File: src/hdl/ahbPkg.sv
// AHB-Lite bus types, address map and register offsets for the peripheral subsystem
package ahbPkg;

    // Transfer type on HTRANS
    typedef enum logic [1:0] {
        IDLE   = 2'b00,
        BUSY   = 2'b01,
        NONSEQ = 2'b10,
        SEQ    = 2'b11
    } htrans_e;

    typedef enum logic [2:0] {
        BYTE = 3'b000,
        HALF = 3'b001,
        WORD = 3'b010
    } hsize_e;

    typedef enum logic {
        OKAY  = 1'b0,
        ERROR = 1'b1
    } hresp_e;

    localparam int numSlaves = 3;

    // Index into select and response vectors
    typedef enum logic [1:0] {
        RAM   = 2'd0,
        GPIO  = 2'd1,
        TIMER = 2'd2
    } slaveId_e;

    // Address map, region in [31:28], page in [15:12]
    localparam logic [31:0] ramBase   = 32'h0000_0000;
    localparam logic [31:0] gpioBase  = 32'h4000_0000;
    localparam logic [31:0] timerBase = 32'h4000_1000;

    // Address-phase request as seen by one slave
    typedef struct packed {
        logic [31:0] haddr;
        htrans_e     htrans;
        logic        hwrite;
        hsize_e      hsize;
        logic        hsel;
    } ahbCtrl_t;

    // Data-phase response of one slave
    typedef struct packed {
        logic [31:0] hrdata;
        logic        hreadyout;
        hresp_e      hresp;
    } ahbResp_t;

    typedef enum logic [3:0] {
        LOAD   = 4'h0,
        VALUE  = 4'h4,
        CTRL   = 4'h8,
        STATUS = 4'hC
    } timerReg_e;

    typedef enum logic [3:0] {
        OUT = 4'h0,
        DIR = 4'h4,
        IN  = 4'h8
    } gpioReg_e;

    // NONSEQ and SEQ carry data, IDLE and BUSY do not
    function automatic logic transActive(input htrans_e htrans);
        return (htrans == NONSEQ) || (htrans == SEQ);
    endfunction

endpackage

File: src/hdl/ahbGpio.sv
// AHB-Lite GPIO block with output, direction and synchronized input registers
`timescale 1ns/100ps

module ahbGpio #(
    parameter int gpioWidth = 16
) (
    input  logic                 HCLK,
    input  logic                 rst,
    input  ahbPkg::ahbCtrl_t     busCtrl,
    input  logic [31:0]          HWDATA,
    input  logic                 HREADY,
    output ahbPkg::ahbResp_t     resp,
    input  logic [gpioWidth-1:0] gpioIn,
    output logic [gpioWidth-1:0] gpioOut,
    output logic [gpioWidth-1:0] gpioOe
);
    import ahbPkg::*;

    logic                 addrAccept;
    logic                 dataWrite;
    gpioReg_e             dataReg;
    logic                 wrEn;
    logic [gpioWidth-1:0] outReg;
    logic [gpioWidth-1:0] dirReg;
    logic [gpioWidth-1:0] inSync1;
    logic [gpioWidth-1:0] inSync2;
    logic [31:0]          rdata;

    assign addrAccept = busCtrl.hsel && HREADY && transActive(busCtrl.htrans);
    assign wrEn       = dataWrite && HREADY;

    always_ff @(posedge HCLK) begin
        if (rst) begin
            dataWrite <= 1'b0;
        end else if (HREADY) begin
            dataWrite <= addrAccept && busCtrl.hwrite;
        end
    end

    always_ff @(posedge HCLK) begin
        if (addrAccept) begin
            dataReg <= gpioReg_e'(busCtrl.haddr[3:0]);
        end
    end

    always_ff @(posedge HCLK) begin
        if (rst) begin
            outReg <= '0;
            dirReg <= '0;
        end else if (wrEn) begin
            case (dataReg)
                OUT:     outReg <= HWDATA[gpioWidth-1:0];
                DIR:     dirReg <= HWDATA[gpioWidth-1:0];
                default: ;
            endcase
        end
    end

    // Two-flop synchronizer on the pins
    always_ff @(posedge HCLK) begin
        if (rst) begin
            inSync1 <= '0;
            inSync2 <= '0;
        end else begin
            inSync1 <= gpioIn;
            inSync2 <= inSync1;
        end
    end

    always_comb begin
        rdata = '0;
        case (dataReg)
            OUT:     rdata[gpioWidth-1:0] = outReg;
            DIR:     rdata[gpioWidth-1:0] = dirReg;
            IN:      rdata[gpioWidth-1:0] = inSync2;
            default: rdata = '0;
        endcase
    end

    assign resp    = '{hrdata: rdata, hreadyout: 1'b1, hresp: OKAY};
    assign gpioOut = outReg;
    assign gpioOe  = dirReg;

endmodule

File: config.mk
export PLATFORM = sky130hd
export DESIGN_NAME = ahbGpio
export DESIGN_NICKNAME = d
export VERILOG_FILES = /design/src/hdl/ahbPkg.sv /design/src/hdl/ahbGpio.sv
export SDC_FILE = /design/constraint.sdc
export NUM_CORES = 1
export LEC_CHECK = 0
export BUFFER_PORTS_ARGS = -buffer_cell sky130_fd_sc_hd__clkbuf_2
export CORE_MARGIN = 10
export CORE_UTILIZATION = 44
export DETAILED_ROUTE_END_ITERATION = 16
export GPL_TIMING_DRIVEN = 0
export HOLD_SLACK_MARGIN = 0.02
export PLACE_DENSITY_LB_ADDON = 0.08
export SETUP_SLACK_MARGIN = 0.02
export SLEW_MARGIN = 15
export SYNTH_ARGS = -nofsm -noshare
export SYNTH_HDL_FRONTEND = slang
export SYNTH_SLANG_ARGS = --single-unit
File: constraint.sdc
create_clock -name HCLK -period 2.3 [get_ports HCLK]
set_input_delay 0.46 -clock HCLK [delete_from_list [all_inputs] [get_ports HCLK]]
set_output_delay 0.46 -clock HCLK [all_outputs]
set_load 0.02 [all_outputs]
## Word-level counts from Yosys, hierarchy flattened

Index checks and enable logic that the tools add are counted.

| word-level totals | value |
|---|---|
| flip-flop bits (word level) | 69 |
| input port bits | 90 |
| output and inout port bits | 66 |
| logic and storage cells | 19 |

| cells by class | value |
|---|---|
| eq/ne operators | 4 |
| mux-type cells | 1 |
| reduce and logical (&&, ||, !) cells | 8 |

Operator list:

| cell | number |
|---|---|
| 16-bit case mux with 3 select lines | 1 |
| 2-bit equality test, second input constant | 2 |
| 4-bit by 3-bit equality test with 1-bit output, second input constant | 1 |
| 4-bit equality test, second input constant | 1 |
| 1-bit logical AND | 4 |
| 4-bit logical NOT | 1 |
| 2-bit AND reduction | 2 |
| 1-bit logical OR | 1 |

## Longest topological paths before layout

| depth | value |
|---|---|
| depth in word-level cells | 4 |
| depth in mapped cells | 4 |
| gate-level depth less buffers | 3 |

## Least setup slack after synthesis

Ideal clock, no wire load.

| path | value |
|---|---|
| kind | register to output |
| start point | reg dataReg[1] |
| end point | out resp[10] (netlist name) |
| arrival | 1.512 ns |
| data required time | 1.840 ns |
| setup slack | 0.328 ns |
| cell stages (with the launch flop) | 5 |
| buffers on the path | 1 |
| cells stage by stage | edfxtp_1 -> nor4b_4 -> clkbuf_1 -> a222oi_1 -> inv_1 |

RTL lines:

| item | RTL line | source |
|---|---|---|
| from (decl) | ahbGpio.sv:21 | `gpioReg_e dataReg;` |
| from (signal assigned) | ahbGpio.sv:42 | `dataReg <= gpioReg_e'(busCtrl.haddr[3:0]);` |
| to (decl) | ahbGpio.sv:12 | `output ahbPkg::ahbResp_t resp,` |

==> impl_results.md <==
* Routed Antenna Nets at 0
* Commonest non-fill, non-tap cell in the layout: clkbuf_2
* P_leak at 1.85 nW
* Yosys reg bits at 69
* Final Max Slew Viols at 0
* Final setup viols at 0
* Total iterations of the first detailed-routing run at 7
* CTS buffer count at 9
* Drt initial violations at 107
* Met1 usage at 0.173
* Peak VDD IR at 393 uV
* Die width at 99.7 um
* Clk buf depth at 2
* Required time of the critical path at 1840 ps
* RSZ-0062 raised after global routing: true
* Clock Sinks at 69
* Met2 Use GR at 0.243
* Fin Clk Skew at 8.73 ps
* R2R setup slack at 540 ps
* Area contributors post-synth: dfxtp_1 47%, mux2i_1 11%, nand2b_1 11%
* Largest area contributor in the netlist: dfxtp_1
* Grt peak-use layer: met2
* YS warnings at 0
* Reg clk slew, reported paths at 80 ps
* Die height at 99.7 um
* Cell Pwr Density at 651 mW/mm2
* Pwr Total at 2.42 mW
* Via count at 2,157
* Grt ovf at 0
* Worst Path Arrival at 1810 ps
* Multi-input gate area at 0.00117 mm2
* Worst Hold Depth at 1
* Placed cell areas at 0.00339 mm2
* Diode count at 0
* Fin. Hold Viols at 0
* DRT Wirelength at 7410 um
* Critical-path top delay cell: edfxtp_1
* Core Footprint at 0.00603 mm2
* Root Driver: clkbuf_8
* Final HPWL DP at 5540 um
* Die Area at 0.00993 mm2
* GPL Wtd Cong at 0.783
* Maxcap violations at 0
* Critical setup path kind: reg2out
* HP Class: in2reg
* Vias in the first global route at 2,316
* Status: finished clean
* Min Tclk post-route at 2270 ps
* Fill count at 552
* Cts hold-fix bufs at 0
* # nets final at 468
* CTS H-tree depth at 3
* Fin cells at 458
* Sequential Area at 0.00142 mm2
* Commonest cells after routing, fill and taps aside: 78 x clkbuf_2, 65 x dfxtp_1, 49 x nand2b_1
* Netlist cell types at 19
* Area growth, synth to finish at 32.8%
* Post-Syn Area at 0.00279 mm2
* Seq/Total Area, Yosys at 0.509
* Mean Syn Cell Area at 10.8 um2
* GRT Total Usage at 0.150
* Via density per instance at 4.71
* Layout cells sized above 1 at 0.355
* PortBufs at 88
* Worst-Skew Late Latency at 340 ps
* Routed WL per cell at 16.2 um
* CTS tree: yes
* Setup TNS at 0 ps
* Largest net degree at the start of global routing at 13
* CP max stage delay at 470 ps
* Cell count of the worst reg-to-reg path at 6
* First-pass GRT wire length at 11,800 um
* Initial core utilization at 0.463
* Final instance area at 0.00371 mm2
* DP Cell Count at 438
* CP Max Fanout at 8
* Worst path cell trace: buf_6 -> nor4_4 -> buf_4 -> a222oi_1 -> inv_1 -> clkbuf_2
* Initial antenna violation count at 0
* Area share of the largest cell type after synthesis at 0.466
* DRC viols at 0
* Syn Inst Count at 259
* F_max at 440 MHz
* I/O pins at 156
* Row cnt at 28
* Fin crit share at 0.988
* GR Util met3 at 0.0561
* CP endpoint kind: output port
* CP Launch Type: register
[where the power goes]
group | switching [mW] | internal [mW]
sequential | 0.0139 | 1.24
combinational | 0.0928 | 0.0906
clock | 0.455 | 0.527
[per-layer routing]
| metal | routed length (um) | part of all wire | vias to the layer above |
|---|---|---|---|
| met1 | 3240 | 0.44 | 985 |
| met4 | 84 | 0.011 | 0 |
| met3 | 667 | 0.090 | 10 |
| li1 | - | - | 1072 |
| met2 | 3430 | 0.46 | 90 |
| met5 | 0 | 0 | - |
[synthesized netlist by cell type]
library cell and n:
and3_1 3, mux2i_1 32, a21oi_1 1, nor4b_4 2, clkbuf_1 11, nand3_1 1, a222oi_1 16, buf_6 1
dfxtp_1 65, edfxtp_1 4, conb_1 2, nor2b_1 32, inv_1 16, buf_4 19, nand2b_1 49, nor4_4 1
nand2_1 1, buf_2 2, nand3_2 1
[repair_timing]
action,CTS,global route
gates resized for setup,7,34
setup endpoints to repair,16,16
setup buffers,4,0
pin swaps,4,0
[metrics by stage]
stage          utilization  hold WS, ps  setup slack [ps]
6_report             0.615          289              26.9
5_1_grt              0.615          279             -67.4
4_1_cts              0.604          282              6.59
3_5_place_dp         0.562          420              -224
3_3_place_gp         0.562          421              -237
2_1_floorplan            -          414               328
[worst max-delay path: cells and delay by family, from the launching register on]
| kind | cells | cell delay [ps] |
|---|---|---|
| compound gates | 1 | 90 |
| buf+inv | 4 | 630 |
| flops | 1 | 470 |
| simple gates | 1 | 270 |
[kinds of logic after synthesis]
| family | synth area share |
|---|---|
| other | 0.00269 |
| muxes | 0.115 |
| AOI/OAI and AO/OA | 0.0591 |
| DFF | 0.509 |
| and+or+nand+nor | 0.220 |
| buffers and inverters | 0.0950 |
[area by class of cell]
type | count | share of cell area
buffer | 33 | 0.0628
sequential | 69 | 0.383
tap | 75 | 0.0253
timing repair buffer | 92 | 0.145
clock inverter | 6 | 0.0162
clock buffer | 10 | 0.0371
inverter | 16 | 0.0162
multi-input combinational | 157 | 0.314
[flip-flops by register name (all words and copies together), names as in the netlist]
signal     flops
dataWrite      1
dataReg        4
gpioOe        16
inSync2       16
inSync1       16
gpioOut       16
[path summary, 6_finish.rpt]
check	startpoint	end
worst max-delay path	dataReg[3]	resp[4]
worst min register to register	inSync1[4]	inSync2[4]
worst max register to register	dataReg[3]	gpioOut[2]
worst min-delay path	busCtrl[8]	dataReg[1]
Note: power is estimated with default switching activity, not from simulation.
