`src/hdl/ahbPkg.sv`:
```
// AHB-Lite bus types, address map and register offsets for the peripheral subsystem
package ahbPkg;

    // Transfer type on HTRANS
    typedef enum logic [1:0] {
        IDLE   = 2'b00,
        BUSY   = 2'b01,
        NONSEQ = 2'b10,
        SEQ    = 2'b11
    } htrans_e;

    typedef enum logic [2:0] {
        BYTE = 3'b000,
        HALF = 3'b001,
        WORD = 3'b010
    } hsize_e;

    typedef enum logic {
        OKAY  = 1'b0,
        ERROR = 1'b1
    } hresp_e;

    localparam int numSlaves = 3;

    // Index into select and response vectors
    typedef enum logic [1:0] {
        RAM   = 2'd0,
        GPIO  = 2'd1,
        TIMER = 2'd2
    } slaveId_e;

    // Address map, region in [31:28], page in [15:12]
    localparam logic [31:0] ramBase   = 32'h0000_0000;
    localparam logic [31:0] gpioBase  = 32'h4000_0000;
    localparam logic [31:0] timerBase = 32'h4000_1000;

    // Address-phase request as seen by one slave
    typedef struct packed {
        logic [31:0] haddr;
        htrans_e     htrans;
        logic        hwrite;
        hsize_e      hsize;
        logic        hsel;
    } ahbCtrl_t;

    // Data-phase response of one slave
    typedef struct packed {
        logic [31:0] hrdata;
        logic        hreadyout;
        hresp_e      hresp;
    } ahbResp_t;

    typedef enum logic [3:0] {
        LOAD   = 4'h0,
        VALUE  = 4'h4,
        CTRL   = 4'h8,
        STATUS = 4'hC
    } timerReg_e;

    typedef enum logic [3:0] {
        OUT = 4'h0,
        DIR = 4'h4,
        IN  = 4'h8
    } gpioReg_e;

    // NONSEQ and SEQ carry data, IDLE and BUSY do not
    function automatic logic transActive(input htrans_e htrans);
        return (htrans == NONSEQ) || (htrans == SEQ);
    endfunction

endpackage

```
`src/hdl/ahbTimer.sv`:
```
// AHB-Lite reloading down-counter timer with status flag and interrupt
`timescale 1ns/100ps

module ahbTimer (
    input  logic             HCLK,
    input  logic             rst,
    input  ahbPkg::ahbCtrl_t busCtrl,
    input  logic [31:0]      HWDATA,
    input  logic             HREADY,
    output ahbPkg::ahbResp_t resp,
    output logic             irq
);
    import ahbPkg::*;

    // CTRL bit 1 is irqEn, bit 0 is enable
    typedef struct packed {
        logic irqEn;
        logic enable;
    } timerCtrl_t;

    logic        addrAccept;
    logic        dataWrite;
    timerReg_e   dataReg;
    logic        wrEn;
    logic        reload;
    logic        statusClear;
    logic [31:0] loadReg;
    logic [31:0] valueReg;
    timerCtrl_t  ctrlReg;
    logic        flag;
    logic [31:0] rdata;

    assign addrAccept  = busCtrl.hsel && HREADY && transActive(busCtrl.htrans);
    assign wrEn        = dataWrite && HREADY;
    assign reload      = ctrlReg.enable && (valueReg == '0);
    assign statusClear = wrEn && (dataReg == STATUS) && HWDATA[0];

    always_ff @(posedge HCLK) begin
        if (rst) begin
            dataWrite <= 1'b0;
        end else if (HREADY) begin
            dataWrite <= addrAccept && busCtrl.hwrite;
        end
    end

    always_ff @(posedge HCLK) begin
        if (addrAccept) begin
            dataReg <= timerReg_e'(busCtrl.haddr[3:0]);
        end
    end

    always_ff @(posedge HCLK) begin
        if (rst) begin
            loadReg <= '0;
            ctrlReg <= '0;
        end else if (wrEn) begin
            case (dataReg)
                LOAD:    loadReg <= HWDATA;
                CTRL:    ctrlReg <= timerCtrl_t'(HWDATA[1:0]);
                default: ;
            endcase
        end
    end

    // Bus write of LOAD takes priority over counting
    always_ff @(posedge HCLK) begin
        if (rst) begin
            valueReg <= '0;
        end else if (wrEn && (dataReg == LOAD)) begin
            valueReg <= HWDATA;
        end else if (ctrlReg.enable) begin
            valueReg <= reload ? loadReg : valueReg - 32'd1;
        end
    end

    // A reload in the same cycle beats a clear
    always_ff @(posedge HCLK) begin
        if (rst) begin
            flag <= 1'b0;
        end else if (reload) begin
            flag <= 1'b1;
        end else if (statusClear) begin
            flag <= 1'b0;
        end
    end

    always_comb begin
        case (dataReg)
            LOAD:    rdata = loadReg;
            VALUE:   rdata = valueReg;
            CTRL:    rdata = {30'd0, ctrlReg};
            STATUS:  rdata = {31'd0, flag};
            default: rdata = '0;
        endcase
    end

    assign resp = '{hrdata: rdata, hreadyout: 1'b1, hresp: OKAY};
    assign irq  = flag && ctrlReg.irqEn;

endmodule

```
`config.mk`:
```
export PLATFORM = sky130hd
export DESIGN_NAME = ahbTimer
export DESIGN_NICKNAME = d
export VERILOG_FILES = /design/src/hdl/ahbPkg.sv /design/src/hdl/ahbTimer.sv
export SDC_FILE = /design/constraint.sdc
export NUM_CORES = 1
export LEC_CHECK = 0
export ABC_AREA = 1
export BUFFER_PORTS_ARGS = -buffer_cell sky130_fd_sc_hd__buf_2
export CAP_MARGIN = 10
export CORE_MARGIN = 1
export CORE_UTILIZATION = 40
export CTS_CLUSTER_SIZE = 25
export DETAILED_ROUTE_END_ITERATION = 10
export PLACE_DENSITY = 0.66
export SLEW_MARGIN = 5
export SYNTH_ARGS = -nofsm -noshare
export SYNTH_HDL_FRONTEND = slang
export SYNTH_SLANG_ARGS = --single-unit
```
`constraint.sdc`:
```
create_clock -name HCLK -period 2.5 [get_ports HCLK]
set_clock_uncertainty 0.15 [all_clocks]
set_input_delay 0 -clock HCLK [delete_from_list [all_inputs] [get_ports HCLK]]
set_output_delay 0 -clock HCLK [all_outputs]
set_load 0.01 [all_outputs]
```
## Yosys cells after proc, flatten, opt, wreduce, memory -nomap -nowiden

Index checks and enable logic that the tools add are counted.

- Register bits after elaboration: 72
- Logic and storage cells: 35
- Output and inout bits: 35
- Input port bits: 74

- Reductions and logical operators: 16
- Mux-type cells: 6
- Add/sub/neg operators: 1
- Equality and inequality tests: 5

Operator list:

| cell | count |
|---|---|
| $pmux 32 s4 | 1 |
| $mux 32 | 3 |
| $logic_not 32->1 | 1 |
| $sub 32x1->32 const B | 1 |
| $logic_and 1x1->1 | 9 |
| $eq 4x4->1 const B | 2 |
| $eq 2x2->1 const B | 2 |
| $eq 4x3->1 const B | 1 |
| $logic_not 4->1 | 1 |
| $reduce_and 2->1 | 2 |
| $reduce_bool 2->1 | 2 |
| $mux 1 | 2 |
| $logic_or 1x1->1 | 1 |

## Logic depth before layout (Yosys ltp)

Gate-level depths: netlist of the first run.

- Depth after elaboration: 5
- Mapped depth: 12

## Least setup slack after synthesis of the first run

Ideal clock, no wire load.

- Path kind: register -> register
- Start: reg valueReg[0]
- End: reg valueReg[16]
- Clock period less this slack: 1781 ps
- Data arrival time: 1510 ps
- Slack: 719 ps
- Stages on the path, launching flop included: 13
- Buffers on the path: 1
- Path through: dfxtp_1 -> inv_1 -> ha_1 -> nand2_2 -> nor2_8 -> nand2_4 -> nor2_4 -> nand3_4 -> nand2_8 -> buf_12 -> nand2_2 -> nand2_2 -> a21oi_2

- Word-level cells in the longest chain between the ends: 5
- Elaborated cells between the ends (all ways): 6

RTL lines:

| item | line | source |
|---|---|---|
| start, declared | ahbTimer.sv:28 | `logic [31:0] valueReg;` |
| start signal, assigned | ahbTimer.sv:72 | `valueReg <= reload ? loadReg : valueReg - 32'd1;` |
| branches (longest 2 deep; another with $sub 32x1->32) | n/a |  |
| $mux 32 (*) | ahbTimer.sv:72 |  |
| $mux 32 (*) | ahbTimer.sv:71 | `end else if (ctrlReg.enable) begin` |
| $mux 32 (*) | ahbTimer.sv:69 | `end else if (wrEn && (dataReg == LOAD)) begin` |

Every way passes the cells marked *. The select of a mux whose other input is x is not followed.
A chain may end at the register's enable or synchronous reset.

==> impl_metrics.py, run 1 <==
metrics = {
    "critical_path": {
        "crit_arrival_ns": 2.19,
        "path_cells": "nor2_2 > buf_6 > nand3_1 > buf_4 > o21ai_0 > buf_2",
        "r2r-start": "dataReg[1]",
        "crit_path_start_kind": "flip-flop",
        "cp_slowest_cell": "edfxtp_1",
        "critPathTopFamily": "buffers and inverters",
        "cp_max_fo": 35,
        "r2r_end": "ctrlReg[1]",
        "critical_path_required_ns": 2.35,
        "worst_r2r_path_depth": 6,
        "end_kind": "primary output",
        "crit_type": "flip-flop to primary output",
        "cp_slowest_stage_delay_ns": 0.37,
        "r2r_slack_ns": 0.26,
        "critPathBufInv": 3,
        "startpoint": "dataReg[1]",
    },
    "drt": {
        "dr_total_vias": 4864,
        "vias_per_cell": 4.97,
        "ant_nets": 0,
        "wl_mm": 13.3,
        "firstDrtPassIters": 7,
        "dr.first_iter.drc_count": 237,
        "wl_per_cell_um": 13.6,
        "drc_errors": 6,
    },
    "power_and_ir_drop": {
        "peakVddDrop_uv": 433,
        "p_sw_mw": 0.645,
        "clkPwrFrac_pct": 47.1,
        "p_leak_nw": 2.89,
        "power_frac_seq_pct": 43.5,
        "swShare_pct": 24.0,
        "power_density_nw_per_um2": 454,
        "p_comb_share_pct": 9.3,
        "p_int_mw": 2.04,
    },
    "cells_and_area": {
        "layout_commonest_cell": "nand2_1",
        "fillCellCount": 1206,
        "multi_input_area_sq_um": 2770,
        "regArea_sq_um": 1480,
        "fin_nets": 905,
        "syn2layout_area_growth_pct": 24.3,
        "final_cell_mix": "193 x nand2_1, 79 x inv_1, 74 x o21ai_0, 74 x buf_2, 68 x dfxtp_1",
        "drive_above_1_share_pct": 24.3,
        "num_antenna_cells": 0,
    },
    "timing": {
        "drv_slew": 0,
        "max_clock_freq_ghz": 0.428,
        "hold_violations": 0,
        "setup_violations": 0,
        "finalCriticalPeriod_ns": 2.34,
        "whs_ns": 0.00487,
        "rsz0062_at_grt": "false",
        "timing.slew.headroom_pct": 60.7,
        "setup_tns_ns": 0,
        "tightest_slew_ns": 0.589,
        "fin_crit_sh_pct": 93.4,
    },
    "logic_synthesis": {
        "yosys-top-cells-area": "dfxtp_1 29%, nand2_1 15%, o21ai_0 7.8%",
        "synth_cell_types": 36,
        "syn_area_sq_um": 4760,
        "synth.avg_cell_area_sq_um": 6.53,
        "yosys_warnings": 0,
        "seq_area_frac_synth_pct": 31.1,
        "yosys.area.top_type": "dfxtp_1",
        "synth_cells": 729,
        "ys_seq_elements": 72,
        "synth_top_area_share_pct": 28.6,
        "syn-num-nets": 804,
    },
    "clock_network": {
        "insertion_delay_ns": 0.34,
        "cts_setup_buffers": 0,
        "cts_buffers": 9,
        "clkSinkCount": 72,
        "cts-root-buf": "clkbuf_16",
        "htreeDepth": 3,
        "cts_tree": "done",
        "path_clk_slew_ns": 0.06,
        "clk_path_buf_depth": 2,
    },
    "place": {
        "port_buffers": 74,
        "gp_congestion": 0.864,
        "hpwl_mm": 8.96,
    },
    "floorplan": {
        "fp.coreArea_sq_um": 11500,
        "dieHeight_um": 111,
        "ios": 109,
        "rows": 39,
        "die_w_um": 111,
        "initial_core_util_pct": 41.3,
        "dieArea_sq_um": 12300,
    },
    "grt": {
        "grt_pass1_vias": 4581,
        "grt_pass1_wl_mm": 22.1,
        "grt_overflow": 0,
        "gr-usage-all-layers_pct": 22.5,
        "grt_max_degree": 37,
        "antenna_found_initial": 0,
    },
    "hold_path": {
        "min-delay-start": "busCtrl[0]",
        "hold_end": "dataReg[0]",
        "hp-class": "input port to flip-flop",
        "worstHoldPathCells": 2,
    },
    "run": {
        "drv_cap": 0,
    },
    "outcome": {
        "violations": "design-rule violations",
        "outcome": "complete, but fails checks",
    },
}
==> final cells by class <==
type	count	area share, %
clock inverters	7	1.06
inverters	85	5.39
clock buffers	9	3.81
well taps	143	3.02
flip-flops and latches	72	25.0
repair buffers	124	14.8
multi-input cells	538	46.9
==> power groups by stage <==
stage          sequential [mW]  combinational [mW]  clock, mW
2_1_floorplan             1.19               0.134          0
3_3_place_gp              1.19               0.202          0
3_5_place_dp              1.19               0.203          0
4_1_cts                   1.17               0.249       1.30
5_1_grt                   1.17               0.276       1.34
6_report                  1.17               0.250       1.27
==> state kept, by name, indices dropped and copies added (netlist names) <==
name and cells:
flag 1, dataWrite 1, ctrlReg 2, dataReg 4, loadReg 32, valueReg 32
==> worst max path at each step <==
stage / cells past startpoint / end / slack (ns)
finish: 6 / resp[16] / 0.16
global placement: 8 / valueReg[13] / 0.40
detailed placement: 8 / valueReg[14] / 0.39
CTS: 6 / ctrlReg[1] / 0.04
floorplan: 12 / valueReg[16] / 0.72
global route: 6 / resp[16] / 0.04
==> cell families after synthesis <==
group                      count (synthesis)  share of synthesized area, %
buffers and inverters                    119                          10.7
xor gates and xnor gates                  10                          1.84
DFF                                       72                          31.1
and+or+nand+nor                          381                          38.7
other                                      2                         0.158
AOI/OAI and AO/OA                        144                          17.2
adders and majority gates                  1                         0.263
==> metrics by stage <==
step | utilization (%) | std cells | setup slack [ns] | area, sq um | total power, mW
6_report | 51.4 | 978 | 0.164 | 5920 | 2.68
3_5_place_dp | 45.3 | 922 | 0.393 | 5220 | 1.40
3_3_place_gp | 45.3 | 922 | 0.397 | 5220 | 1.40
5_1_grt | 51.4 | 978 | 0.0416 | 5920 | 2.78
4_1_cts | 51.3 | 978 | 0.0436 | 5910 | 2.71
2_1_floorplan | - | 729 | 0.719 | 4760 | 1.33
==> synthesized netlist by cell type, drive strengths merged <==
library cell	n
nand2	241
edfxtp	4
inv	85
o221ai	1
nor2	61
o2111ai	1
buf	17
ha	1
and3	1
nor3b	1
clkbuf	17
nand4	9
conb	2
o21a	1
o21ai	76
dfxtp	68
nand3b	4
and2	1
a21oi	65
xor2	10
nand3	63
==> routing by layer <==
metal | GRT usage, % | up-vias | part of all wire, %
met5 | 0 | - | 0
met4 | 9.28 | 0 | 1.9
met3 | 3.88 | 15 | 4.3
met2 | 36.9 | 114 | 47
met1 | 29.1 | 2193 | 47
li1 | - | 2542 | -
==> timing repair <==
action,CTS,global route
endpoints found under the hold margin,72,0
resized for setup,0,2
hold buffers,40,0
setup endpoints to repair,0,2
Note: power is estimated with default switching activity, not from simulation.
==> inputs of run 2 (changes only) <==
Settings changed: ABC_AREA 1 to default, CORE_UTILIZATION 40 to 53, PLACE_DENSITY 0.66 to 0.84.
==> impl_metrics.py, run 2 <==
metrics = {
    "power_and_ir_drop": {
        "power_density_nw_per_um2": 409,
        "swShare_pct": 26.6,
        "p_int_mw": 1.64,
        "finalPower_mw": 2.23,
        "clkPwrFrac_pct": 37.5,
        "p_comb_share_pct": 9.7,
        "p_sw_mw": 0.595,
        "p_leak_nw": 2.20,
        "power_frac_seq_pct": 52.8,
        "peakVddDrop_uv": 346,
    },
    "place": {
        "place_ws_ns": 0.0512,
        "port_buffers": 74,
        "place_area_sq_um": 4780,
        "placed_cells": 701,
        "gp_congestion": 0.929,
        "hpwl_mm": 8.71,
    },
    "drt": {
        "dr.first_iter.drc_count": 454,
        "vias_per_cell": 6.18,
        "firstDrtPassIters": 6,
        "drc_errors": 0,
        "dr_total_vias": 4722,
        "ant_nets": 0,
        "wl_per_cell_um": 17.0,
        "wl_mm": 13.0,
    },
    "clock_network": {
        "cts_tree": "done",
        "cts_buffers": 9,
        "clkSinkCount": 72,
        "path_clk_slew_ns": 0.08,
        "cts-root-buf": "clkbuf_8",
        "insertion_delay_ns": 0.36,
        "htreeDepth": 3,
        "clk_path_buf_depth": 2,
    },
    "floorplan": {
        "rows": 31,
        "fp.coreArea_sq_um": 7410,
        "initial_core_util_pct": 56.1,
        "die_w_um": 90.6,
        "dieHeight_um": 90.6,
        "dieArea_sq_um": 8210,
        "ios": 109,
    },
    "cells_and_area": {
        "drive_above_1_share_pct": 24.1,
        "layout_commonest_cell": "nand2_1",
        "syn2layout_area_growth_pct": 31.5,
        "design_area_sq_um": 5470,
        "final_cell_mix": "80 x nand2_1, 74 x buf_2, 67 x dfxtp_1, 47 x a21oi_1, 45 x buf_4",
        "fin_nets": 735,
        "top_regs": "loadReg: 32 flops, valueReg: 32 flops, dataReg: 4 flops",
        "fillCellCount": 544,
        "fin_cells": 764,
        "num_antenna_cells": 0,
    },
    "timing": {
        "fin_crit_sh_pct": 98.8,
        "rsz0062_at_grt": "true",
        "finalCriticalPeriod_ns": 2.47,
        "drv_slew": 0,
        "setup_violations": 0,
        "tightest_slew_ns": 0.863,
        "hold_violations": 0,
        "max_clock_freq_ghz": 0.405,
        "whs_ns": 0.195,
        "timing.slew.headroom_pct": 42.5,
        "setup_ws_ns": 0.0291,
    },
    "logic_synthesis": {
        "synth_most_common_cell": "nand2_1",
        "yosys.area.top_type": "dfxtp_1",
        "yosys-top-cells-area": "dfxtp_1 33%, nand2_1 7.3%, a22o_1 5.7%",
        "yosys_warnings": 0,
        "synth_top_flop_cell": "dfxtp_1",
        "async_reset_ff_share_pct": 0,
        "synth_top_area_share_pct": 32.7,
        "ys_seq_elements": 72,
        "synth.avg_cell_area_sq_um": 7.86,
        "synth_cell_types": 64,
        "syn-num-nets": 604,
        "seq_area_frac_synth_pct": 35.6,
        "synth_edf_count": 4,
        "synth_cells": 529,
        "ys_top_cells_by_count": "81 x nand2_1, 68 x dfxtp_1, 47 x a21oi_1, 37 x nor2_1",
        "syn_area_sq_um": 4160,
    },
    "grt": {
        "grt_pass1_wl_mm": 20.7,
        "grt_pass1_vias": 4375,
        "antenna_found_initial": 0,
        "gr-usage-all-layers_pct": 31.5,
        "grt_overflow": 0,
        "grt_max_degree": 42,
    },
    "run": {
        "drv_cap": 0,
    },
    "critical_path": {
        "cp_max_fo": 3,
        "critical_path_required_ns": 2.61,
        "crit_path_start_kind": "flip-flop",
        "crit_arrival_ns": 2.58,
        "end_kind": "flip-flop",
        "crit_type": "flip-flop to flip-flop",
    },
    "outcome": {
        "outcome": "completed",
    },
    "hold_path": {
        "hp-class": "input port to flip-flop",
    },
}
-- run 2: path summary, 6_finish.rpt --
| check | from | to | slack [ns] | cells past startpoint |
|---|---|---|---|---|
| worst max register to register | valueReg[18] | valueReg[24] | 0.03 | 5 |
| worst min-delay path | busCtrl[10] | dataReg[3] | 0.20 | 2 |
| worst min register to register | loadReg[20] | loadReg[20] | 0.31 | 2 |
| worst max-delay path | valueReg[18] | valueReg[24] | 0.03 | 5 |
-- run 2: final cells by class --
cell class	instances	area [sq um]	area share, %
inverters	9	33.8	0.618
multi-input cells	402	2460	44.9
well taps	99	124	2.26
repair buffers	166	1200	21.9
clock inverters	7	47.5	0.869
clock buffers	9	124	2.26
flip-flops and latches	72	1480	27.1
-- run 2: power by group through the flow --
stage / Clock [mW] / Combinational, mW / Sequential (mW)
2_1_floorplan: 0 / 0.0931 / 1.20
3_3_place_gp: 0 / 0.155 / 1.20
3_5_place_dp: 0 / 0.159 / 1.21
4_1_cts: 0.841 / 0.210 / 1.18
5_1_grt: 0.894 / 0.235 / 1.18
6_report: 0.838 / 0.218 / 1.18
-- run 2: cell families (layout without fill, tap and decap cells) --
kind of cell | Yosys count | after routing | share of synthesized area (%)
adders and majority gates | 1 | 1 | 0.301
other | 2 | 2 | 0.181
buffers and inverters | 55 | 191 | 6.95
AOI/OAI and AO/OA | 163 | 163 | 26.5
muxes | 8 | 8 | 1.93
xor gates and xnor gates | 16 | 16 | 3.37
DFF | 72 | 72 | 35.6
and+or+nand+nor | 212 | 212 | 25.2
-- run 2: routing by layer --
| metal | GRT usage (%) | share of wire, % |
|---|---|---|
| met3 | 7.83 | 9.3 |
| met5 | 0 | 0 |
| met4 | 13.2 | 2.3 |
| met1 | 37.7 | 40 |
| met2 | 53.5 | 49 |
-- run 2: critical path, cell delays in order (launching register included) --
cell and delay, ns:
dfxtp_1 0.33, or3_4 0.40, or3_4 0.34, or3_4 0.40
or4_4 0.48, a311oi_1 0.27
-- run 2: metrics by stage --
stage / TNS (ns) / utilization [%]
after floorplan: 0 / -
after global placement: 0 / 64.5
after detailed placement: 0 / 64.5
after CTS: 0 / 72.7
after global routing: -0.0903 / 73.8
final: 0 / 73.8
-- run 2: timing repair --
action	in CTS	in global routing
hold buffers	44	0
gates resized for setup	0	11
hold endpoints to repair	75	0
endpoints found under the setup margin	0	14
setup buffers	0	3
==> inputs of run 3 (changes only) <==
Settings changed: PLACE_DENSITY 0.84 to 0.8.
==> impl_metrics.py, run 3 (same netlist as run 2, synthesis figures left out) <==
metrics = {
    "clock_network": {
        "cts_buffers": 9,
        "cts_setup_buffers": 0,
        "htreeDepth": 3,
        "insertion_delay_ns": 0.35,
        "clkSinkCount": 72,
        "path_clk_slew_ns": 0.08,
        "cts-root-buf": "clkbuf_8",
        "clk_path_buf_depth": 2,
        "cts_tree": "done",
    },
    "cells_and_area": {
        "top_regs": "loadReg: 32 flops, valueReg: 32 flops, dataReg: 4 flops",
        "design_area_sq_um": 5490,
        "final_cell_mix": "80 x nand2_1, 74 x buf_2, 68 x dfxtp_1, 49 x buf_4, 47 x a21oi_1",
        "fin_nets": 732,
        "num_antenna_cells": 0,
        "layout_commonest_cell": "nand2_1",
        "syn2layout_area_growth_pct": 32.0,
        "drive_above_1_share_pct": 24.3,
    },
    "timing": {
        "timing.slew.headroom_pct": 49.9,
        "rsz0062_at_grt": "true",
        "tightest_slew_ns": 0.752,
        "hold_violations": 0,
        "fin_crit_sh_pct": 97.4,
        "drv_slew": 0,
        "setup_violations": 0,
        "max_clock_freq_ghz": 0.411,
        "finalCriticalPeriod_ns": 2.44,
    },
    "drt": {
        "vias_per_cell": 6.19,
        "firstDrtPassIters": 5,
        "ant_nets": 0,
        "drc_errors": 0,
        "wl_mm": 13.2,
        "dr.first_iter.drc_count": 415,
        "dr_total_vias": 4712,
        "wl_per_cell_um": 17.4,
    },
    "outcome": {
        "outcome": "completed",
    },
    "grt": {
        "grt_pass1_wl_mm": 21.9,
        "gr-usage-all-layers_pct": 33.0,
        "grt_pass1_vias": 4640,
        "grt_max_degree": 40,
        "grt_overflow": 0,
        "antenna_found_initial": 0,
    },
    "floorplan": {
        "fp.coreArea_sq_um": 7410,
        "ios": 109,
        "die_w_um": 90.6,
        "dieHeight_um": 90.6,
        "initial_core_util_pct": 56.1,
        "rows": 31,
        "dieArea_sq_um": 8210,
    },
    "critical_path": {
        "critical_path_required_ns": 2.60,
        "cp_slowest_cell": "or4_1",
        "end_kind": "flip-flop",
        "crit_top_cell": "or3_4",
        "crit_type": "flip-flop to flip-flop",
        "crit_path_start_kind": "flip-flop",
        "cp_max_fo": 4,
        "crit_arrival_ns": 2.54,
        "cp_slowest_stage_delay_ns": 0.47,
        "path_cells": "or3_4 > or3_1 > or3_4 > or4_1 > a311oi_1",
    },
    "place": {
        "gp_congestion": 0.929,
        "place_area_sq_um": 4830,
        "port_buffers": 74,
        "hpwl_mm": 8.81,
    },
    "hold_path": {
        "hp-class": "input port to flip-flop",
    },
    "run": {
        "drv_cap": 0,
    },
    "power_and_ir_drop": {
        "peakVddDrop_uv": 268,
        "p_leak_nw": 2.20,
        "finalPower_mw": 2.50,
        "power_density_nw_per_um2": 455,
    },
}
## run 3: area by class of cell
type                            instances  area, sq um
Multi-Input combinational cell        402         2450
Fill cell                             552         1920
Sequential cell                        72         1480
Timing Repair Buffer                  163         1160
Clock buffer                           12          165
Tap cell                               99          124
Clock inverter                          4         73.8
Inverter                                9         33.8
## run 3: where the power goes
group,leakage (nW),switching [mW],total [mW],internal [mW]
clock,0.123,0.457,1.10,0.646
combinational,1.49,0.104,0.216,0.112
sequential,0.584,0.0118,1.18,1.16
total,2.20,0.573,2.50,1.92
## run 3: metal layers
metal	global-route usage, %	up-vias	wire, um
met1	40.9	2216	5460
met3	5.56	36	1100
met5	0	-	0
met4	15.6	0	365
li1	-	2200	-
met2	55.7	260	6320
## run 3: worst paths after layout
check | start | end | slack (ns) | cells after the start
setup / recovery | valueReg[18] | valueReg[24] | 0.06 | 5
hold / removal | busCtrl[0] | dataReg[1] | 0.005 | 2
setup reg to reg | valueReg[18] | valueReg[24] | 0.06 | 5
hold reg to reg | loadReg[30] | loadReg[30] | 0.31 | 2
## run 3: per-stage QoR
stage / std cells / utilization [%] / setup slack [ns] / setup TNS (ns) / hold WS (ns)
6_report: 761 / 74.1 / 0.0644 / 0 / 0.00537
5_1_grt: 761 / 74.1 / -0.0343 / -0.0713 / 0.0238
4_1_cts: 761 / 73.5 / 0.0277 / 0 / 0.00419
3_5_place_dp: 707 / 65.2 / 0.0460 / 0 / 0.0281
3_3_place_gp: 707 / 65.2 / 0.0792 / 0 / 0.0274
2_1_floorplan: 529 / - / 0.100 / 0 / -0.0740
## run 3: repair_timing
item,4_1_cts,5_1_grt
resized for setup,0,10
setup endpoints to repair,0,15
hold buffers,38,0
hold endpoints to repair,71,0
## run 3: critical path: cells and delay by family, from the launching register on
| family | cells | cell delay, ns |
|---|---|---|
| flip-flops | 1 | 0.34 |
| AO/OA/AOI/OAI | 1 | 0.26 |
| AND/OR/NAND/NOR | 4 | 1.59 |
