## config.mk

```make
export PLATFORM = sky130hd
export DESIGN_NAME = ahbSlaveMux
export DESIGN_NICKNAME = d
export VERILOG_FILES = /design/src/hdl/ahbPkg.sv /design/src/hdl/ahbSlaveMux.sv
export SDC_FILE = /design/constraint.sdc
export NUM_CORES = 1
export LEC_CHECK = 0
export ABC_AREA = 1
export BUFFER_PORTS_ARGS = -buffer_cell sky130_fd_sc_hd__clkbuf_2
export CELL_PAD_IN_SITES_DETAIL_PLACEMENT = 0
export CELL_PAD_IN_SITES_GLOBAL_PLACEMENT = 2
export CORE_MARGIN = 5
export CORE_UTILIZATION = 11
export DETAILED_ROUTE_END_ITERATION = 12
export MAX_ROUTING_LAYER = met4
export PLACE_DENSITY_LB_ADDON = 0.1
export SYNTH_ARGS = -nofsm -noshare
export SYNTH_HDL_FRONTEND = slang
export SYNTH_SLANG_ARGS = --single-unit
```

## constraint.sdc

```tcl
create_clock -name HCLK -period 3 [get_ports HCLK]
set_input_delay 0.15 -clock HCLK [delete_from_list [all_inputs] [get_ports HCLK]]
set_output_delay 0.15 -clock HCLK [all_outputs]
set_load 0.02 [all_outputs]
```

## src/hdl/ahbPkg.sv

```systemverilog
// AHB-Lite bus types, address map and register offsets for the peripheral subsystem
package ahbPkg;

    // Transfer type on HTRANS
    typedef enum logic [1:0] {
        IDLE   = 2'b00,
        BUSY   = 2'b01,
        NONSEQ = 2'b10,
        SEQ    = 2'b11
    } htrans_e;

    typedef enum logic [2:0] {
        BYTE = 3'b000,
        HALF = 3'b001,
        WORD = 3'b010
    } hsize_e;

    typedef enum logic {
        OKAY  = 1'b0,
        ERROR = 1'b1
    } hresp_e;

    localparam int numSlaves = 3;

    // Index into select and response vectors
    typedef enum logic [1:0] {
        RAM   = 2'd0,
        GPIO  = 2'd1,
        TIMER = 2'd2
    } slaveId_e;

    // Address map, region in [31:28], page in [15:12]
    localparam logic [31:0] ramBase   = 32'h0000_0000;
    localparam logic [31:0] gpioBase  = 32'h4000_0000;
    localparam logic [31:0] timerBase = 32'h4000_1000;

    // Address-phase request as seen by one slave
    typedef struct packed {
        logic [31:0] haddr;
        htrans_e     htrans;
        logic        hwrite;
        hsize_e      hsize;
        logic        hsel;
    } ahbCtrl_t;

    // Data-phase response of one slave
    typedef struct packed {
        logic [31:0] hrdata;
        logic        hreadyout;
        hresp_e      hresp;
    } ahbResp_t;

    typedef enum logic [3:0] {
        LOAD   = 4'h0,
        VALUE  = 4'h4,
        CTRL   = 4'h8,
        STATUS = 4'hC
    } timerReg_e;

    typedef enum logic [3:0] {
        OUT = 4'h0,
        DIR = 4'h4,
        IN  = 4'h8
    } gpioReg_e;

    // NONSEQ and SEQ carry data, IDLE and BUSY do not
    function automatic logic transActive(input htrans_e htrans);
        return (htrans == NONSEQ) || (htrans == SEQ);
    endfunction

endpackage

```

## src/hdl/ahbSlaveMux.sv

```systemverilog
// AHB-Lite data-phase response multiplexer with default error slave
`timescale 1ns/100ps

module ahbSlaveMux (
    input  logic                                      HCLK,
    input  logic                                      rst,
    input  ahbPkg::ahbCtrl_t                          busCtrl,
    input  logic [ahbPkg::numSlaves-1:0]              hselVec,
    input  ahbPkg::ahbResp_t [ahbPkg::numSlaves-1:0]  slaveResp,
    output logic                                      HREADY,
    output ahbPkg::hresp_e                            HRESP,
    output logic [31:0]                               HRDATA
);
    import ahbPkg::*;

    typedef enum logic [1:0] {
        ST_IDLE,
        ST_ERR1,
        ST_ERR2
    } errState_e;

    errState_e errState;
    errState_e errNext;
    logic      addrPhase;
    logic      addrHit;
    slaveId_e  addrSlave;
    logic      dataHit;
    slaveId_e  dataSlave;

    // Address phase accepted this cycle
    assign addrPhase = HREADY && transActive(busCtrl.htrans);
    assign addrHit   = |hselVec;

    // One-hot to slave index
    always_comb begin
        addrSlave = RAM;
        for (int i = 0; i < numSlaves; i++) begin
            if (hselVec[i]) begin
                addrSlave = slaveId_e'(i);
            end
        end
    end

    always_comb begin
        if (addrPhase && !addrHit) begin
            errNext = ST_ERR1;
        end else if (errState == ST_ERR1) begin
            errNext = ST_ERR2;
        end else begin
            errNext = ST_IDLE;
        end
    end

    always_ff @(posedge HCLK) begin
        if (rst) begin
            errState  <= ST_IDLE;
            dataHit   <= 1'b0;
            dataSlave <= RAM;
        end else begin
            errState <= errNext;
            if (HREADY) begin
                dataHit   <= addrPhase && addrHit;
                dataSlave <= addrSlave;
            end
        end
    end

    // Two-cycle ERROR, then the selected slave, else an idle OKAY
    always_comb begin
        HREADY = 1'b1;
        HRESP  = OKAY;
        HRDATA = '0;
        case (errState)
            ST_ERR1: begin
                HREADY = 1'b0;
                HRESP  = ERROR;
            end
            ST_ERR2: HRESP = ERROR;
            default: begin
                if (dataHit) begin
                    HREADY = slaveResp[dataSlave].hreadyout;
                    HRESP  = slaveResp[dataSlave].hresp;
                    HRDATA = slaveResp[dataSlave].hrdata;
                end
            end
        endcase
    end

endmodule

```

# Yosys cells after proc, flatten, opt, wreduce, memory -nomap -nowiden
# Index checks and enable logic that the tools add are counted.
[word_totals] register_bits=5 inputBits=146 out_inout_bits=34 elab_cells=29
[classes] magnitude_cmp=1 n_eq_ne=4 muxes=12 reduce_logical=8
[ops] operator="binary-select mux 34 bit (select 2 bit)" count=1
[ops] operator="2-to-1 mux 32 bit" count=2
[ops] operator="2-to-1 mux 34 bit" count=1
[ops] operator="equality test 2 bit (second input constant)" count=3
[ops] operator="2-to-1 mux 1 bit" count=5
[ops] operator="2-to-1 mux 2 bit" count=2
[ops] operator="OR reduction 2 bit" count=2
[ops] operator="logical AND 1 bit" count=3
[ops] operator="< comparator 2 x 3 -> 1 bit (second input constant)" count=1
[ops] operator="OR reduction 3 bit" count=1
[ops] operator="equality test 2 x 1 -> 1 bit (second input constant)" count=1
[ops] operator="one-hot mux 1 bit (2 select lines)" count=1
[ops] operator="zero test 1 bit" count=1
[ops] operator="logical OR 1 bit" count=1

# Depth between registers and ports, before layout
# Gate-level depths: netlist (run 1).
[depth] ltp_word=7 depth_mapped=11

# Least setup slack after synthesis (run 1)
# No wires, ideal clock.
[synth_timing] path_type="reg2out" start="register errState[0]" end="output HRDATA[10]" t_arrival_ns=1.274 required_ns=2.850 path_slack_ns=1.576 path_stages_with_launch=6 n_path_buf=1 cell_sequence="dfxtp_1 -> inv_1 -> ha_1 -> nand2_1 -> clkbuf_1 -> nor2_1"
[synth_between] elab_chain_len=3 elab_cells_between_ends=4 cone_classes="2 x eq/ne; 1 x mux; 1 x reduce/logical"
[synth_rtl] item="start: declaration" line_no="ahbSlaveMux.sv:22" source="errState_e errState;"
[synth_rtl] item="start signal: assignment" line_no="ahbSlaveMux.sv:60" source="errState <= errNext;"
[synth_rtl] item="equality test 2 x 1 -> 1 bit or equality test 2 bit (tied branches)" line_no="ahbSlaveMux.sv:73" source="case (errState)"
[synth_rtl] item="OR reduction 2 bit (no line) (*)"
[synth_rtl] item="2-to-1 mux 32 bit (*)" line_no="ahbSlaveMux.sv:73"
[synth_rtl] item="end: declaration" line_no="ahbSlaveMux.sv:12" source="output logic [31:0] HRDATA"
# Mark *: on every way between the ends. The rest lies on a longest branch, timed or not.

# Final worst setup path (run 1)
[layout_timing] start="register errState[0]" end="output HREADY"
[layout_between] elab_chain_len=2 elab_cells_between_ends=3 cone_classes="2 x eq/ne; 1 x mux"
[layout_rtl] item="equality test 2 bit or equality test 2 x 1 -> 1 bit (tied branches)" line_no="ahbSlaveMux.sv:73"
[layout_rtl] item="one-hot mux 1 bit (2 select lines) (*)" line_no="ahbSlaveMux.sv:73"
[layout_rtl] item="end: declaration" line_no="ahbSlaveMux.sv:10" source="output logic HREADY,"
# Marks and branches as above.

==> results of run 1 <==
==> layout make-up <==
| cell class | count | share of cell area (%) |
|---|---|---|
| repair buffers | 146 | 37.50 |
| clock buffers | 4 | 2.273 |
| well taps | 133 | 8.396 |
| multi-input cells | 160 | 44.07 |
| flip-flops and latches | 5 | 5.051 |
| inverters | 13 | 2.715 |
==> kinds of logic after synthesis <==
kind of cell / count (synthesis) / share of synthesized area [%]
DFF: 5 / 9.020
buffers and inverters: 29 / 12.29
and+or+nand+nor: 89 / 34.50
AOI/OAI and AO/OA: 69 / 41.94
adders and majority gates: 2 / 2.254
==> path summary, 6_finish.rpt <==
| path | slack [ns] | from | end | cells after the start |
|---|---|---|---|---|
| max | 0.80 | errState[0] | HREADY | 10 |
| min | 0.14 | rst | dataSlave[0] | 2 |
| max reg2reg | 1.07 | errState[0] | errState[1] | 10 |
| min reg2reg | 0.49 | dataHit | dataHit | 2 |
==> sequential cells by signal (all words and copies together) (netlist names) <==
register   cells
dataSlave      2
errState       2
dataHit        1
==> metrics by stage <==
step / power, mW / cell area, um2
floorplan: 0.2567 / 1110
global placement: 0.3898 / 1937
detailed placement: 0.3881 / 1937
CTS: 0.5165 / 1982
global route: 0.5522 / 1982
finish: 0.5030 / 1982
==> worst reg2reg max path, stage by stage, from the launching register on <==
cell and delay, ns:
dfxtp_1 0.32, inv_1 0.05, ha_1 0.31, nand2_1 0.54
inv_1 0.11, nand2_1 0.11, inv_2 0.04, nand2_4 0.07
nand4_1 0.13, nand3_1 0.10, inv_1 0.04
==> power groups by stage <==
stage | sequential [mW] | clock [mW] | combinational [mW]
after global routing | 0.0771 | 0.133 | 0.343
final | 0.0760 | 0.124 | 0.303
after floorplan | 0.0733 | 0 | 0.183
after global placement | 0.0774 | 0 | 0.312
after CTS | 0.0764 | 0.128 | 0.312
after detailed placement | 0.0773 | 0 | 0.311
==> metal layers <==
| metal | global-route usage (%) | wire length [um] | part of all wire [%] | vias to the layer above |
|---|---|---|---|---|
| met1 | 12.27 | 2692 | 42 | 764 |
| met4 | 0.4926 | 8 | 0.13 | 0 |
| met3 | 2.243 | 346 | 5.4 | 2 |
| met2 | 19.09 | 3340 | 52 | 72 |
| li1 | - | - | - | 935 |
| met5 | - | 0 | 0 | - |
==> placed cells by master, fill, tap and decap left out <==
cell and instances:
nand2_1 8, clkbuf_2 141, nand3_2 2, nor3_1 1, dfxtp_1 5, inv_1 9
buf_4 5, ha_1 2, or2_2 1, clkbuf_1 1, nand4_1 2, nand2_2 1
nor2_4 1, nor2_1 69, o21ai_0 32, a2bb2oi_1 32, nand3_1 2, a21oi_1 2
nand2_4 2, inv_2 3, clkbuf_8 3, o21ai_1 3, inv_6 1
==> summary.md, run 1 <==
| Metric | Value |
|---|---|
| Vias per cell | 3.846 |
| Remaining antenna violation count | 0 |
| Area growth syn-to-layout | 78.58% |
| Placed cells | ~460 |
| FMAX | between 400 and 500 MHz |
| Vias | about 1800 |
| Arr. time, crit path | ~2.1 ns |
| Power density cells | approximately 250 nW/um2 |
| Min-delay worst type | input pin to flip-flop |
| Register area | around 100 um2 |
| Multi-input gate area | around 870 um2 |
| Mapped Area | 1110 um2 |
| Worst Path Required | ~2.9 ns |
| I/O Buffers | roughly 140 |
| Max-slew headroom | a little over half |
| Number of global-route vias before repair | ~1900 |
| Post-CTS Setup Inserts | 0 |
| Final GP Congestion | slightly below 0.7 |
| Setup-failing EPs final | 0 |
| CTS max path bufs | 2 |
| Largest net degree at the start of global routing | 36 |
| Static Leak | 1.121 nW |
| Share of cells above drive strength 1 | 48.78% |
| Total internal power | ~0.30 mW |
| Clock Skews | ~0.0030 ns |
| Maximum vdd drop | about 170 uV |
| Worst-Margin Slew | around 0.71 ns |
| Fin worst setup slack | around 0.80 ns |
| Worst-path clk slew | 0.03 ns |
| First-pass GRT wire length | 10270 um |
| Starting Density | a little under an eighth |
| Synth Net Count | around 340 |
| Die X | between 100 and 150 um |
| CP peak stage delay | 0.54 ns |
| Max-cap check violation count | 0 |
| Synth top cells by count | 69 x nor2_1, 32 x a2bb2oi_1, 32 x o21ai_0, 10 x buf_2, 9 x inv_1 |
| Final wirelength | between 6000 and 7000 um |
| Placement Setup Slack | between 0.9 and 1 ns |
| H-tree level count | 1 |
| Nets | between 400 and 500 |
| Clock power share | around 25% |
| Die area | 12200 um2 |
| Count leader, synth | nor2_1 |
| CP Max Fanout | 16 |
| RSZ-0062 raised after global routing | no |
| Clk root buf | clkbuf_8 |
| Synth area leader | a2bb2oi_1 |
| Initial antenna violation count | 0 |
| Sink Count | 5 |
| Slowest CP cell | nand2_1 |
| Core area | approximately 10000 um2 |
| Number of primary I/O pins | 180 |
| Gate power share | 60.2% |
| Prevailing post-synth register cell | dfxtp_1 |
| Avg WL per Cell | roughly 14 um |
| GRT Total Usage | 10.43% |
| Largest cells by area after synthesis | a2bb2oi_1 25%, nor2_1 23%, o21ai_0 14%, dfxtp_1 9.0%, buf_2 4.5% |
| Layout Cells excl Fill | 461 |
| Synth unique cells | 23 |
| Chip height | approximately 110 um |
| FILL cells | 1179 |
| Clock insertion delay at the later pin of the skew report | between 0.2 and 0.25 ns |
| Post-synth EDFFs | 0 |
| Switching pwr | slightly above 0.2 mW |
| CP Launch Type | flip-flop |
| Remaining Overflow, GRT | 0 |
| Status | complete, no violations |
| Cts hold-fix bufs | 0 |
| Post-Synthesis Cells | a little under 200 |
| Top cell type's share of synthesized area | about 25% |
| Final-report hold violation count | 0 |
| Fin util | around a fifth |
| Fin crit period | approximately 2.2 ns |
| Pre-antenna DRT Iters | 4 |
| Dpl hpwl | 4934 um |
| CP Capture Type | output port |
| Hold_ws | 0.1448 ns |
| Worst path buffer plus inverter count | 5 |
| CP cell instances | inv_1 > ha_1 > nand2_1 > inv_1 > nand2_1 > inv_2 > nand2_4 > nand2_4 > inv_2 > clkbuf_2 |
| Initial DRC count | 67 |
| Max-slew violation count | 0 |
| Sequential Power Share | between 10% and 20% |
| Setup TNS | 0 ns |
| Delay-heaviest family, CP | simple AND/OR/NAND/NOR gates |
| Seq cells post-synth | 5 |
| Final period util | 73.45% |
| # diodes | 0 |
| Synth Warn # | 0 |
| DRC | 0 |
| Post-Syn Area per Cell | 5.721 um2 |
| Sequential fraction of the synthesis area | 9.019% |
| # resized after CTS | 0 |
| Total CTS buffers | 3 |
| Ys async rst share | 0% |
| TritonCTS clock tree | built |
| Row Count | 36 |
| WS Path Type | flip-flop to output port |
| Sw frac | between 40% and 50% |
No activity file was read; power rests on OpenSTA's default activity.
==> run 2, diff against run 1 <==
--- a/config.mk
+++ b/config.mk
@@ -10,7 +10,7 @@
 export CELL_PAD_IN_SITES_DETAIL_PLACEMENT = 0
 export CELL_PAD_IN_SITES_GLOBAL_PLACEMENT = 2
 export CORE_MARGIN = 5
-export CORE_UTILIZATION = 11
+export CORE_UTILIZATION = 10
 export DETAILED_ROUTE_END_ITERATION = 12
 export MAX_ROUTING_LAYER = met4
 export PLACE_DENSITY_LB_ADDON = 0.1
==> constraint.sdc (replaced) <==
create_clock -name HCLK -period 1.81 [get_ports HCLK]
set_input_delay 0.0905 -clock HCLK [delete_from_list [all_inputs] [get_ports HCLK]]
set_output_delay 0.0905 -clock HCLK [all_outputs]
set_load 0.02 [all_outputs]
==> summary.md, run 2 (same netlist as run 1, synthesis figures left out) <==
| Metric | Value |
|---|---|
| Power density cells | between 400 and 500 nW/um2 |
| Sequential Power Share | approximately 14% |
| Worst-Margin Slew | between 0.3 and 0.4 ns |
| Crit path to | HREADY |
| Max-cap check violation count | 0 |
| Status | complete, no violations |
| H-tree level count | 1 |
| Number of primary I/O pins | 180 |
| Sw frac | between 30% and 40% |
| Worst-path clk slew | about 0.03 ns |
| Commonest non-fill, non-tap cell in the layout | clkbuf_2 |
| # diodes | 0 |
| Min-delay worst type | input pin to flip-flop |
| Setup-failing EPs final | 0 |
| Final wirelength | ~6400 um |
| Largest net degree at the start of global routing | 36 |
| Reg2reg start | errState[0] |
| Total CTS buffers | 3 |
| Arr. time, crit path | 1.57 ns |
| Maximum vdd drop | 368.4 uV |
| Core area | roughly 11000 um2 |
| Static Leak | 1.149 nW |
| Fin crit period | 1.657 ns |
| Pre-antenna DRT Iters | 4 |
| Sink Count | 5 |
| CP Launch Type | flip-flop |
| Cts hold-fix bufs | 0 |
| DRC | 0 |
| Total power | roughly 0.86 mW |
| CP Capture Type | output port |
| Commonest cells after routing, fill and taps aside | 141 x clkbuf_2, 69 x nor2_1, 32 x o21ai_0, 32 x a2bb2oi_1, 9 x inv_1 |
| Nets | 481 |
| Area growth syn-to-layout | 84.55% |
| Worst Setup SP | errState[0] |
| Clock insertion delay at the later pin of the skew report | 0.22 ns |
| Clk root buf | clkbuf_8 |
| I/O Buffers | ~140 |
| Die X | between 100 and 150 um |
| End of the worst register-to-register path | dataSlave[1] |
| RSZ-0062 raised after global routing | no |
| Remaining antenna violation count | 0 |
| Remaining Overflow, GRT | 0 |
| Starting Density | 10.24% |
| Setup TNS | 0 ns |
| Top flop regs | dataSlave: 2 flops, errState: 2 flops, dataHit: 1 flops |
| Chip height | 115.3 um |
| Gate power share | between 60% and 70% |
| Share of cells above drive strength 1 | roughly half |
| FMAX | around 600 MHz |
| Total internal power | 0.5131 mW |
| Dpl hpwl | between 5000 and 6000 um |
| Final-report hold violation count | 0 |
| Clock power share | between 20% and 30% |
| Area after DPL | ~2000 um2 |
| WS Path Type | flip-flop to output port |
| Row Count | 38 |
| Switching pwr | roughly 0.34 mW |
| Vias per cell | around 3.8 |
| CP Max Fanout | 4 |
| Worst r2r path cells | 7 |
| Final period util | 91.56% |
| Number of global-route vias before repair | 1938 |
| Max-slew violation count | 0 |
| Clock Skews | a little over 0.0005 ns |
| Worst Path Required | 1.72 ns |
| CTS max path bufs | 2 |
| Max-slew headroom | 78.56% |
| Vias | 1810 |
| Initial antenna violation count | 0 |
| Die area | 13300 um2 |
| GRT Total Usage | a little under a tenth |
| First-pass GRT wire length | roughly 10000 um |
| Avg WL per Cell | roughly 14 um |
| Flop2flop setup slack | ~0.38 ns |
| Initial DRC count | 66 |
| Final GP Congestion | 0.6583 |
| Final instance area | 2048 um2 |
| TritonCTS clock tree | built |
==> run 2: through the flow <==
| stage | setup WS, ns | hold WS [ns] | util, % | std cells |
|---|---|---|---|---|
| global placement | 0.2993 | 0.3348 | 18.46 | 468 |
| finish | 0.1527 | 0.09146 | 18.89 | 472 |
| CTS | 0.04941 | 0.09136 | 18.87 | 472 |
| floorplan | 0.4268 | 0.1596 | - | 194 |
| detailed placement | 0.2844 | 0.3240 | 18.46 | 468 |
| global route | 0.02159 | 0.09390 | 18.89 | 472 |
==> run 2: layer usage <==
layer / wire [um] / share of wire, % / vias up / GRT usage, %
li1: - / - / 941 / -
met1: 2890 / 45 / 788 / 12.12
met2: 3093 / 48 / 79 / 16.17
met3: 444 / 6.9 / 2 / 1.474
met4: 13 / 0.20 / 0 / 0.7042
met5: 0 / 0 / - / -
==> run 2: worst min-delay path by stage <==
stage          cells past startpoint  slack (ns)  endpoint  start
5_1_grt                            2        0.09   dataHit    rst
6_report                           2        0.09   dataHit    rst
2_1_floorplan                      1        0.16   dataHit    rst
3_3_place_gp                       2        0.33   dataHit    rst
4_1_cts                            2        0.09   dataHit    rst
3_5_place_dp                       2        0.32   dataHit    rst
==> run 2: layout make-up <==
type | instances | area (um2)
inverters | 13 | 53.80
multi-input cells | 160 | 875.8
clock buffers | 4 | 45.04
flip-flops and latches | 5 | 100.1
well taps | 140 | 175.2
repair buffers | 150 | 798.3
fillers | 1306 | 8792
==> run 2: worst max-delay path, cell delays in order (launching register included) <==
cell and delay (ns):
dfxtp_1 0.33, inv_1 0.05, ha_1 0.32, nand2_2 0.13, inv_1 0.06, nand2_1 0.07
inv_2 0.04, nand2_4 0.07, nand2_4 0.07, inv_2 0.06, clkbuf_2 0.16
==> run 2: repair_timing <==
action	CTS	global route
setup endpoints to repair	0	1
gates resized for setup	0	1
buffers inserted	0	0
==> run 2: power groups by stage <==
stage	combinational, mW	clock (mW)	sequential [mW]
after floorplan	0.304	0	0.121
after global placement	0.548	0	0.125
after detailed placement	0.543	0	0.125
after CTS	0.544	0.211	0.123
after global routing	0.591	0.223	0.124
final	0.528	0.203	0.123
==> run 3, diff against run 2 <==
--- a/config.mk
+++ b/config.mk
@@ -5,7 +5,7 @@
 export SDC_FILE = /design/constraint.sdc
 export NUM_CORES = 1
 export LEC_CHECK = 0
-export ABC_AREA = 1
+export ABC_CLOCK_PERIOD_IN_PS = 1810
 export BUFFER_PORTS_ARGS = -buffer_cell sky130_fd_sc_hd__clkbuf_2
 export CELL_PAD_IN_SITES_DETAIL_PLACEMENT = 0
 export CELL_PAD_IN_SITES_GLOBAL_PLACEMENT = 2
==> summary.md, run 3 <==
| Metric | Value |
|---|---|
| Initial antenna violation count | 0 |
| Setup-failing EPs final | 0 |
| I/O Buffers | about 140 |
| TritonCTS clock tree | built |
| Placed cells | 460 |
| Max-slew headroom | roughly 80% |
| Cts hold-fix bufs | 0 |
| Max-cap check violation count | 0 |
| Total CTS buffers | 3 |
| Maximum vdd drop | approximately 230 uV |
| Top cell type's share of synthesized area | 30.84% |
| Flop2flop setup slack | ~0.21 ns |
| CP Launch Type | flip-flop |
| Static Leak | 1.133 nW |
| Max-slew violation count | 0 |
| Largest cells by area after synthesis | mux2i_1 31%, nor2_1 21%, a21oi_1 15%, dfxtp_1 8.8%, buf_4 2.6% |
| Nets | around 470 |
| WS Path Type | flip-flop to output port |
| Mapped Area | approximately 1100 um2 |
| Count leader, synth | nor2_1 |
| Pre-antenna DRT Iters | 4 |
| GRT Total Usage | between 8 and 9% |
| Worst Setup SP | errState[0] |
| Clock insertion delay at the later pin of the skew report | about 0.23 ns |
| Layout Cells excl Fill | ~470 |
| Synth top cells by count | 65 x nor2_1, 35 x mux2i_1, 34 x a21oi_1, 6 x clkbuf_1, 6 x inv_1 |
| Vias | approximately 1700 |
| Clk root buf | clkbuf_16 |
| FMAX | 595.5 MHz |
| Final GP Congestion | 0.7089 |
| Die X | between 100 and 150 um |
| Worst-Margin Slew | between 0.3 and 0.4 ns |
| Reg2reg start | errState[0] |
| First-pass GRT wire length | roughly 8500 um |
| Min-delay worst type | input pin to flip-flop |
| Ys async rst share | 0% |
| Row Count | 39 |
| Worst-path clk slew | ~0.03 ns |
| Avg WL per Cell | roughly 13 um |
| Sequential fraction of the synthesis area | 8.811% |
| CP Max Fanout | 4 |
| Final period util | approximately 93% |
| HP Start | rst |
| Seq cells post-synth | 5 |
| Power density cells | around 470 nW/um2 |
| Area growth syn-to-layout | 88.22% |
| Setup TNS | 0 ns |
| Area after DPL | about 2000 um2 |
| Synth Warn # | 0 |
| Sink Count | 5 |
| Share of cells above drive strength 1 | a little over 50% |
| Post-Synthesis Cells | 180 |
| Number of global-route vias before repair | about 1700 |
| Total power | 1.004 mW |
| CP Capture Type | output port |
| Final wirelength | approximately 5900 um |
| Synth Net Count | approximately 330 |
| Vias per cell | around 3.7 |
| Synth area leader | mux2i_1 |
| CTS max path bufs | 2 |
| Die area | 13590 um2 |
| Post-synth EDFFs | 0 |
| FILL cells | between 1000 and 1500 |
| Dpl hpwl | 4825 um |
| Prevailing post-synth register cell | dfxtp_1 |
| Clock Skews | approximately 0.00044 ns |
| Arr. time, crit path | ~1.6 ns |
| Commonest cells after routing, fill and taps aside | 141 x clkbuf_2, 65 x nor2_1, 35 x mux2i_1 |
| Starting Density | 10.08% |
| Remaining antenna violation count | 0 |
| DRC | 0 |
| Status | complete, no violations |
| Remaining Overflow, GRT | 0 |
| Chip height | ~120 um |
| RSZ-0062 raised after global routing | no |
| Commonest non-fill, non-tap cell in the layout | clkbuf_2 |
| Top flop regs | dataSlave: 2 flops, errState: 2 flops, dataHit: 1 flops |
| Synth unique cells | 26 |
| Final-report hold violation count | 0 |
| H-tree level count | 1 |
| Largest net degree at the start of global routing | 24 |
| Worst Path Required | 1.72 ns |
| Number of primary I/O pins | 180 |
| Initial DRC count | 26 |
| Post-Syn Area per Cell | around 6.3 um2 |
| Final instance area | between 2000 and 2500 um2 |
| Fin crit period | ~1.7 ns |
| Core area | 11270 um2 |
[run 3: changes by cell type in the layout (fill, tap and decap cells not counted), sizes merged, moves of 2 or more]
cell and delta:
inv -7, a2bb2oi -32, buf +5, nand2 -7
nor2b +2, mux2i +35, nand4 -2, o21ai -33
a21oi +32, nor2 -5, nand3 -3
[run 3: worst paths after layout]
check	depth (start not counted)	endpoint
setup / recovery	7	HREADY
hold / removal	2	dataSlave[1]
setup reg to reg	7	errState[1]
hold reg to reg	2	dataHit
[run 3: cell type report]
| class | count | area [um2] | area share [%] |
|---|---|---|---|
| diodes | 1 | 2.502 | 0.1170 |
| clock buffers | 4 | 78.83 | 3.686 |
| inverters | 6 | 22.52 | 1.053 |
| multi-input cells | 154 | 943.4 | 44.12 |
| flip-flops and latches | 5 | 101.3 | 4.740 |
| well taps | 143 | 178.9 | 8.367 |
| repair buffers | 155 | 810.8 | 37.92 |
[run 3: critical path: stages (launching register included)]
cell      delay (ns)
dfxtp_1         0.32
inv_1           0.05
ha_1            0.31
nand2_2         0.08
o21bai_4        0.19
o21ai_4         0.19
inv_1           0.07
clkbuf_2        0.15
[run 3: what timing repair did]
action                     4_1_cts  5_1_grt
buffers inserted                 0        3
setup endpoints to repair        1        2
gates cloned                     0        0
pin swaps                        1        1
resized for setup                0        2
[run 3: metal layers]
metal  track usage, %  vias to the layer above  wire, um
met5                -                        -         0
met4            1.758                        0        57
met3            1.503                        4       567
met2            13.81                       82      2785
met1            10.12                      744      2526
li1                 -                      895         -
[run 3: kinds of logic after synthesis]
| logic type | synth area share, % |
|---|---|
| fa+ha+maj | 2.202 |
| simple gates | 27.31 |
| compound gates | 20.26 |
| mux | 32.16 |
| flops | 8.811 |
| buf+inv | 9.250 |
[run 3: stage by stage]
step	hold slack, ns	setup slack (ns)	utilization (%)
2_1_floorplan	0.1596	0.3244	-
3_3_place_gp	0.3055	0.2355	17.96
3_5_place_dp	0.3059	0.2409	17.96
4_1_cts	0.06980	0.01375	18.66
5_1_grt	0.07335	0.001632	18.95
6_report	0.07066	0.1308	18.97
[run 3: power breakdown]
group | leakage (nW) | total (mW) | switching, mW | internal (mW)
Clock | 0.0382 | 0.362 | 0.0699 | 0.292
Sequential | 0.0413 | 0.126 | 0.00902 | 0.117
Combinational | 1.05 | 0.517 | 0.272 | 0.245
